File: config.mk
export PLATFORM = sky130hd
export DESIGN_NAME = life_engine
export DESIGN_NICKNAME = d
export VERILOG_FILES = /design/src/design/life_cell_pkg.sv /design/src/design/life_mem_pkg.sv /design/src/design/row_mem_if.sv /design/src/design/gen_stage.sv /design/src/design/life_core.sv /design/src/design/life_engine.sv /design/src/design/row_ram.sv
export VERILOG_INCLUDE_DIRS = /design/src /design/src/include
export SDC_FILE = /design/constraint.sdc
export NUM_CORES = 1
export LEC_CHECK = 0
export BUFFER_PORTS_ARGS = -buffer_cell sky130_fd_sc_hd__buf_2
export CORE_MARGIN = 1.5
export CORE_UTILIZATION = 50
export CTS_BUF_LIST = sky130_fd_sc_hd__clkbuf_2 sky130_fd_sc_hd__clkbuf_4 sky130_fd_sc_hd__clkbuf_8
export CTS_CLUSTER_DIAMETER = 40
export DETAILED_ROUTE_END_ITERATION = 8
export GPL_ROUTABILITY_DRIVEN = 0
export HOLD_SLACK_MARGIN = 0.12
export PLACE_DENSITY = 0.7
export SLEW_MARGIN = 25
export SYNTH_ARGS = -nofsm -noshare
export SYNTH_HDL_FRONTEND = slang
export SYNTH_SLANG_ARGS = --single-unit
File: constraint.sdc
create_clock -name clk -period 2.25 [get_ports clk]
set_input_delay 0.3375 -clock clk [delete_from_list [all_inputs] [get_ports clk]]
set_output_delay 0.3375 -clock clk [all_outputs]
set_load 0.01 [all_outputs]
File: src/include/life_defines.svh
// sizing macros for the row-streaming life engine
// row width, ram depth, row address bits, generations per pass

`ifndef LIFE_DEFINES_SVH
`define LIFE_DEFINES_SVH

// columns per row, also the datapath width
`define LIFE_WIDTH 16

// rows held in the row ram, two halves of 16 for double buffering
`define LIFE_DEPTH 32

// row address width, log2 of depth
`define LIFE_ADDR_BITS 5

// generation stages chained per pass
`define LIFE_GENS 2

`endif

File: src/design/life_cell_pkg.sv
// cell array types
// one row of cells, per-column vertical tallies, 3x3 neighbourhood counts

`include "life_defines.svh"

package life_cell_pkg;

	// one row, bit n is column n, 1 = alive
	typedef logic [`LIFE_WIDTH-1:0] row_t;

	// vertical sum of 3 cells in a column, 0..3
	typedef logic [1:0] tally3_t;

	// 3x3 sum incl centre, 0..9
	typedef logic [3:0] count9_t;

endpackage

File: src/design/life_mem_pkg.sv
// row memory types

`include "life_defines.svh"

package life_mem_pkg;

	// ram row address
	// low half and high half used as the two image buffers
	typedef logic [`LIFE_ADDR_BITS-1:0] row_addr_t;

endpackage

File: src/design/row_mem_if.sv
// row ram port bundle, read and write side
// host modport for the engine top, ram modport for the memory

`timescale 1ns/1ps

interface row_mem_if
	import life_cell_pkg::*, life_mem_pkg::*;
();

	row_addr_t raddr;	// read row address
	row_addr_t waddr;	// write row address
	logic      we;		// write strobe
	row_t      wdata;	// write row
	row_t      rdata;	// registered read row

	// engine side
	modport host (output raddr, output waddr, output we, output wdata, input rdata);

	// memory side
	modport ram (input raddr, input waddr, input we, input wdata, output rdata);

endinterface

File: src/design/gen_stage.sv
// one life generation over a streaming three-row window
// registered vertical tallies, horizontally wrapping 3x3 count, life rule

`timescale 1ns/1ps

`include "life_defines.svh"

module gen_stage
	import life_cell_pkg::*;
(
	input  logic clk,
	input  logic arst_n,
	input  logic shift,		// aligned shift enable, shared by all stages
	input  row_t row_in,	// newest row of the stream
	output row_t row_out	// next gen of the centre row
);

	//////////////////////////////////////////////////////////////////////
	// window and tallies
	//////////////////////////////////////////////////////////////////////

	// win[0] newest, win[2] oldest
	row_t win [3];

	// per-column sums of the window as it was before the last shift
	tally3_t [`LIFE_WIDTH-1:0] tally_q;
	tally3_t [`LIFE_WIDTH-1:0] tally;

	// vertical 3-sum of the current window
	always_comb begin
		for (int col = 0; col < `LIFE_WIDTH; col++) begin
			tally[col] = {1'b0, win[0][col]} +
				{1'b0, win[1][col]} +
				{1'b0, win[2][col]};
		end
	end

	// everything moves on shift only, holds otherwise
	always_ff @(posedge clk or negedge arst_n) begin
		if (!arst_n) begin
			win[0]  <= '0;
			win[1]  <= '0;
			win[2]  <= '0;
			tally_q <= '0;
		end else if (shift) begin
			win[0]  <= row_in;
			win[1]  <= win[0];
			win[2]  <= win[1];
			tally_q <= tally;	// old window, its centre is now win[2]
		end
	end

	//////////////////////////////////////////////////////////////////////
	// neighbourhood count and rule
	//////////////////////////////////////////////////////////////////////

	count9_t count [`LIFE_WIDTH];

	// horizontal 3-sum of tallies, wraps col 0 <-> col width-1
	always_comb begin
		int lft;
		int rgt;
		for (int col = 0; col < `LIFE_WIDTH; col++) begin
			lft = (col == 0) ? `LIFE_WIDTH - 1 : col - 1;	// left wrap
			rgt = (col == `LIFE_WIDTH - 1) ? 0 : col + 1;	// right wrap
			count[col] = {2'b00, tally_q[lft]} +
				{2'b00, tally_q[col]} +
				{2'b00, tally_q[rgt]};
		end
	end

	// count includes the centre cell
	// 3 -> born or survives with 2 neighbours
	// 4 -> survives with 3 neighbours if alive
	always_comb begin
		for (int col = 0; col < `LIFE_WIDTH; col++) begin
			row_out[col] = (count[col] == 4'd3) ||
				((count[col] == 4'd4) && win[2][col]);	// centre = oldest row
		end
	end

endmodule

File: src/design/life_core.sv
// life pipeline core
// sh alignment to the ram read latency, chain of gen stages, write row reg

`timescale 1ns/1ps

`include "life_defines.svh"

module life_core
	import life_cell_pkg::*;
#(
	parameter int gens = `LIFE_GENS	// generations per pass, 1 or more
) (
	input  logic clk,
	input  logic arst_n,
	input  logic sh,		// shift strobe, sampled with raddr
	input  row_t rd_row,	// row from the ram read port
	output row_t wr_row		// final gen row, ram write data
);

	logic [1:0] sh_del;	// matches 2 cycle ram read
	logic       shift;	// global enable
	row_t       stage_in  [gens];
	row_t       stage_out [gens];

	// sh delay line
	always_ff @(posedge clk or negedge arst_n) begin
		if (!arst_n) begin
			sh_del <= '0;
		end else begin
			sh_del <= {sh_del[0], sh};
		end
	end

	assign shift = sh_del[1];	// acts at 3rd edge after sh sample

	//////////////////////////////////////////////////////////////////////
	// stage chain
	//////////////////////////////////////////////////////////////////////

	for (genvar g = 0; g < gens; g++) begin : g_stage
		if (g == 0) begin : g_first
			assign stage_in[g] = rd_row;		// straight from ram
		end else begin : g_next
			assign stage_in[g] = stage_out[g-1];	// prev gen, 1 position boundary lag
		end

		gen_stage stage0 (
			.clk     (clk),
			.arst_n  (arst_n),
			.shift   (shift),
			.row_in  (stage_in[g]),
			.row_out (stage_out[g])
		);
	end

	// output reg, lag is 3 positions per gen in total
	always_ff @(posedge clk or negedge arst_n) begin
		if (!arst_n) begin
			wr_row <= '0;
		end else if (shift) begin
			wr_row <= stage_out[gens-1];
		end
	end

	// strobes closer than 3 cycles would drop or merge a shift
	sh_spacing: assert property (@(posedge clk) disable iff (!arst_n)
		sh |-> (sh_del == 2'b00))
		else $error("life_core: sh while delay line busy");

endmodule

File: src/design/life_engine.sv
// life engine top level
// row ram, life core, init write mux, ld read port latching one row

`timescale 1ns/1ps

`include "life_defines.svh"

module life_engine
	import life_cell_pkg::*;
(
	input  logic                       clk,
	input  logic                       arst_n,
	// memory control, host sequences all addresses
	input  logic [`LIFE_ADDR_BITS-1:0] raddr,	// also the ld read address
	input  logic [`LIFE_ADDR_BITS-1:0] waddr,
	input  logic                       we,
	// pipeline shift
	input  logic                       sh,
	// read port
	input  logic                       ld,
	// init write port
	input  logic                       init,
	input  logic [`LIFE_WIDTH-1:0]     init_data,
	output logic [`LIFE_WIDTH-1:0]     dout		// latched row
);

	row_mem_if mem_bus ();	// engine drives the host side

	row_t       wr_row;	// core result
	logic [1:0] ld_del;	// matches 2 cycle ram read

	//////////////////////////////////////////////////////////////////////
	// memory
	//////////////////////////////////////////////////////////////////////

	assign mem_bus.raddr = raddr;
	assign mem_bus.waddr = waddr;
	assign mem_bus.we    = we;
	assign mem_bus.wdata = init ? init_data : wr_row;	// init wins over core

	row_ram ram0 (
		.clk    (clk),
		.arst_n (arst_n),
		.mem    (mem_bus)
	);

	//////////////////////////////////////////////////////////////////////
	// life pipeline
	//////////////////////////////////////////////////////////////////////

	life_core #(
		.gens (`LIFE_GENS)
	) core0 (
		.clk    (clk),
		.arst_n (arst_n),
		.sh     (sh),
		.rd_row (mem_bus.rdata),
		.wr_row (wr_row)
	);

	//////////////////////////////////////////////////////////////////////
	// read port
	//////////////////////////////////////////////////////////////////////

	// dout loads at the 3rd edge after ld, holds until next ld
	always_ff @(posedge clk or negedge arst_n) begin
		if (!arst_n) begin
			ld_del <= '0;
			dout   <= '0;
		end else begin
			ld_del <= {ld_del[0], ld};
			if (ld_del[1]) begin
				dout <= mem_bus.rdata;	// latch one row
			end
		end
	end

endmodule

File: src/design/row_ram.sv
// two-port row memory
// registered read address and registered read row, 2 cycle read latency

`timescale 1ns/1ps

`include "life_defines.svh"

module row_ram
	import life_cell_pkg::*, life_mem_pkg::*;
(
	input  logic clk,
	input  logic arst_n,
	row_mem_if.ram mem
);

	row_t      ram [`LIFE_DEPTH];	// storage, no reset
	row_addr_t raddr_q;				// read address reg

	// write port, one row per we
	always_ff @(posedge clk) begin
		if (mem.we) begin
			ram[mem.waddr] <= mem.wdata;
		end
	end

	// read pipe
	// edge 1 captures the address, edge 2 puts the row on rdata
	always_ff @(posedge clk or negedge arst_n) begin
		if (!arst_n) begin
			raddr_q   <= '0;
			mem.rdata <= '0;
		end else begin
			raddr_q   <= mem.raddr;
			mem.rdata <= ram[raddr_q];	// read-before-write on same row
		end
	end

	// an unknown we from the host would corrupt a random row
	we_known: assert property (@(posedge clk) disable iff (!arst_n)
		!$isunknown(mem.we))
		else $error("row_ram: we unknown");

endmodule

# [After elaboration in Yosys (flattened, before gate mapping)]
# Memory sizes are Yosys's and may differ from the RTL's. A register that Yosys moved wholly into a read port is not among the register bits.
# Index checks and enable logic that the tools add are counted.
[totals] out_inout_bits=16 ramBits=512 inputBits=32 word_cells=304 mem_count=1 latchBits=0 register_bits=201 romBits=0
[memory_table] memory="ram0.ram" words=32 word_bits=16 rd=1 rd_clocked_by_memory_dff=1 write_ports=1 line_no="row_ram.sv:16" source="row_t ram [`LIFE_DEPTH];"
[op_classes] reduce_logical=65 bitwise_logic=0 n_div=0 eq_ne=64 magnitude_cmp=0 n_addsub=128 shifts=0 multipliers=0 n_mux=3
[ops] op="adder 3 x 2 -> 4 bit" count=32
[ops] op="== test 4 x 2 -> 1 bit, second input constant" count=32
[ops] op="== test 4 x 3 -> 1 bit, second input constant" count=32
[ops] op="adder 2 x 2 -> 3 bit" count=32
[ops] op="adder 1 x 1 -> 2 bit" count=32
[ops] op="adder 2 x 1 -> 2 bit" count=32
[ops] op="logical AND 1 bit" count=32
[ops] op="logical OR 1 bit" count=32
[ops] op="2-to-1 mux 16 bit" count=1
[ops] op="2-to-1 mux 1 bit" count=2
[ops] op="zero test 1 bit" count=1

# [Longest topological paths before layout]
[depth] word_depth=5 ltp_mapped=9 ltp_nobuf=9

# [Hierarchy]
# Synthesis repeated with hierarchy kept, for this count alone.
[hier_totals] hier_cells=2062 area_unflattened_um2=32187.1
[modules_own_cells] module="row_ram" area_each_um2=20739.9 n_inst=1 seq_area_each_um2=15900.2 cells_each=1148
[modules_own_cells] module="gen_stage (core0.g_stage[0].stage0)" area_each_um2=4907.2 n_inst=1 seq_area_each_um2=2001.9 cells_each=412
[modules_own_cells] module="gen_stage (core0.g_stage[1].stage0)" area_each_um2=4892.2 n_inst=1 seq_area_each_um2=2001.9 cells_each=412
[modules_own_cells] module="life_engine" area_each_um2=948.4 n_inst=1 seq_area_each_um2=450.4 cells_each=54
[modules_own_cells] module="life_core" area_each_um2=699.4 n_inst=1 seq_area_each_um2=450.4 cells_each=36

# [Worst setup path after synthesis]
# No wires, ideal clock.
[synth_path] path_kind="in2reg" startpoint="input waddr[1]" endpoint="memory ram0.ram[12][0] (netlist name), enable pin" setup_slack_ps=172 required_ps=1862 setup_ps=388 arrival_time_ps=1689 n_path_buf=1 cell_stages=3 cell_sequence="or3b_2 > clkbuf_1 > nor2_1"
[synth_rtl] element="start: declaration" line_no="life_engine.sv:15" source="input logic [`LIFE_ADDR_BITS-1:0] waddr,"
[synth_rtl] element="end: declaration" line_no="row_ram.sv:16"
# No word-level cell before the write port.

==> flow_summary.ini <==
[yosys]
ys_warn_count = 0
synth_ff_type = edfxtp_1
synth_seq_cells = 729
syn_nets = 2258
syn_area_um2 = 31800
avgSynthCellArea_um2 = 15.4
yosysSeqAreaShare_pct = 65.5
async_flop_share_pct = 29.8
synth_cells = 2066
synth_edf_count = 512
synth_cell_types = 35

[worst_setup_path]
timing.rr.start = ram0.raddr_q[0]$_DFF_PN0_
cp.depth = 7
crit_start = ram0.raddr_q[0]$_DFF_PN0_
crit_family = buffers and inverters
worstSetupPathType = flip-flop to flip-flop
r2r_slack_ns = 0.14
arrival_ns = 2.73
endpoint = ram0.mem.rdata[12]$_DFF_PN0_
crit_path_start_kind = flip-flop
cpMostUsedCell = buf_12
crit_path_cell_trace = buf_12 -> buf_12 -> mux2i_1 -> a22oi_1 -> a31oi_1 -> buf_4 -> nand3_1
crit_path_top_delay_cell = dfrtp_4
crit-reg2reg-capture = ram0.mem.rdata[12]$_DFF_PN0_
setup.worst_path.end_class = flip-flop
crit_buf_inv = 3
required_ns = 2.87
crit_path_max_fanout = 33
ff2ff_path_depth = 7
slowest_delay_ns = 0.50

[global_routing]
use_met3_pct = 3.99
antenna_found_initial = 0
grt_max_degree = 69
grt_pass1_vias = 18400
grt_overflow = 0
gr-usage-all-layers_pct = 22.1
use_met2_pct = 37.0
grtUsageMet1_pct = 29.0
top_usage_layer = met2
grt_pass1_wl_um = 107000

[flow_run]
max-cap-violations = 0

[hold_path]
min_path_type = primary input to asynchronous set/reset pin

[sta]
tightest_slew_ns = 0.805
finalSetupViolations = 0
fin_crit_sh_pct = 93.9
fin_skew_ns = 0.0568
setup_slack_ns = 0.138
hold_viol = 0
fmaxAchievable_mhz = 474
setup_tns_ns = 0
slew_viol_final = 0
rsz0062_at_grt = false
fin_crit_ns = 2.11
relSlewSlack_pct = 46.3

[status]
status = finished, final reports clean

[cts]
clk_latency_ns = 0.77
cts_setup_buffers = 0
cts.path.max_buffers = 3
numCtsBuffers = 117
cts_sinks = 729
path_clk_slew_ns = 0.06
cts_tree = yes
cts_hold_buf = 8
clockRootBuffer = clkbuf_8
cts_resized = 0
cts_max_level = 3

[layout]
regArea_um2 = 20800
area_growth_pct = 13.4
fillers = 4935
final_nets = 2435
multi_input_area_um2 = 9700
post-route-util_pct = 57.2
drive_above_1_share_pct = 20.2

[route]
antenna_left = 0
drt-initial-drc-count = 1352
routedWlPerCell_um = 21.9
wl_um = 69800
vias = 17700
drt_first_pass_iters = 5
vias_per_cell = 5.53
drcViolationCount = 0

[die]
die_h_um = 255
pin_count = 48
die_w_um = 255
dieArea_um2 = 65100
rows = 92
initial_core_util_pct = 50.5
coreArea_um2 = 63000

[placement]
post-place-ws_ns = 0.221
io_buffer_count = 47
hpwl_um = 43700

[power_and_ir_drop]
cellLeakagePower_nw = 14.1
powerDensity_nw_per_um2 = 1100
ir_drop_v = 0.000642
-- cell usage after synthesis (2+ instances only) --
cell	number	area share [%]
edfxtp_1	512	48
mux2i_1	256	8.1
dfrtp_1	217	17
inv_1	160	1.9
mux2_2	112	4.0
nand2_1	100	1.2
fa_1	96	6.0
a22oi_1	64	1.5
ha_1	64	2.5
o21ai_0	64	1.0
nor2_1	62	0.73
a31oi_1	45	0.89
nand3_1	37	0.58
buf_2	35	0.55
nand3b_1	34	0.80
a21oi_1	32	0.50
a22o_1	32	0.88
nand4b_1	29	0.80
clkbuf_1	28	0.33
buf_4	19	0.45
nand4_1	16	0.32
nor3_1	16	0.25
buf_6	6	0.21
buf_8	6	0.28
buf_12	5	0.32
o21a_1	3	0.071
o221ai_1	3	0.083
or3b_2	3	0.083
buf_1	2	0.024
nand2b_1	2	0.039
nor2b_1	2	0.039
-- cells by family (layout without fill, tap and decap cells) --
kind of cell / count (synthesis) / after routing / synth area share (%)
AND/OR/NAND/NOR: 305 / 305 / 4.92
AO/OA/AOI/OAI: 243 / 243 / 4.95
other: 0 / 1 / 0
multiplexers: 368 / 368 / 12.0
adder cells (fa/ha/maj): 160 / 160 / 8.57
buffers and inverters: 261 / 539 / 4.06
flip-flops: 729 / 729 / 65.5
-- state kept, by name, summed over array words and instances, names as in the netlist --
name                          flops
core0.g_stage.stage0.tally_q     64
core0.g_stage.stage0.win         96
core0.sh_del                      2
core0.wr_row                     16
dout                             16
ld_del                            2
ram0.mem.rdata                   16
ram0.raddr_q                      5
ram0.ram                        512
-- placed cells by master, fill, tap and decap left out, drive strengths merged, types with 2 or more instances in the layout --
cell type    Yosys  final
a22oi           64     64
or3b             3      3
nand3b          34     34
dfrtp          217    217
clkinvlp         0      4
edfxtp         512    512
mux2i          256    256
clkbuf          28    169
a31oi           45     45
nand2          100    100
dlygate4sd3      0      8
nand4b          29     29
ha              64     64
o21a             3      3
fa              96     96
nor3            16     16
inv            160    167
buf             73    151
nand3           37     37
mux2           112    112
a22o            32     32
nor2            63     63
nand2b           2      2
clkinv           0     39
nand4           16     16
o221ai           3      3
o21ai           64     64
a21oi           32     32
nor2b            2      2
-- report_power, final --
part	switching [mW]	leakage [nW]	internal, mW
clock network	5.27	1.29	6.17
registers	1.10	7.23	16.7
logic	5.97	5.62	4.43
total	12.3	14.1	27.3
-- worst reg2reg max path, stage by stage, from the launching register on --
cell and delay, ns:
dfrtp_4 0.50, buf_12 0.27, buf_12 0.26, mux2i_1 0.22, a22oi_1 0.12, a31oi_1 0.32, buf_4 0.20, nand3_1 0.08
-- cell type report --
type | instances | share of cell area [%]
repair buffers | 159 | 3.97
multi-input cells | 1076 | 26.9
well taps | 846 | 2.94
clock inverters | 51 | 0.903
inverters | 160 | 1.67
flip-flops and latches | 729 | 57.8
diodes | 1 | 0.00695
clock buffers | 169 | 5.81
-- how the worst min path moves through the flow --
stage	end	cells after the start
floorplan	core0.g_stage[0].stage0.tally_q[0]$_DFFE_PN0P_	0
global placement	ld_del[1]$_DFF_PN0_	0
detailed placement	core0.sh_del[1]$_DFF_PN0_	0
CTS	core0.g_stage[1].stage0.win[28]$_DFFE_PN0P_	2
global route	core0.g_stage[1].stage0.win[28]$_DFFE_PN0P_	2
finish	core0.g_stage[1].stage0.win[28]$_DFFE_PN0P_	2
-- per-stage QoR --
step           instance area (µm²)  instances  total power [mW]  hold WS, ns
6_report                     36000       3191              39.6        0.180
4_1_cts                      36000       3190              40.1        0.157
3_3_place_gp                 33500       2962              27.6        0.334
5_1_grt                      36000       3190              42.3        0.198
2_1_floorplan                31800       2066              25.1       0.0419
3_5_place_dp                 33500       2962              28.6        0.336
-- metal layers --
metal	up-vias	routed length (µm)
li1	7978	-
met1	9027	29200
met2	527	34500
met3	126	4150
met4	0	2010
met5	-	0
(Power assumes the default switching activity.)
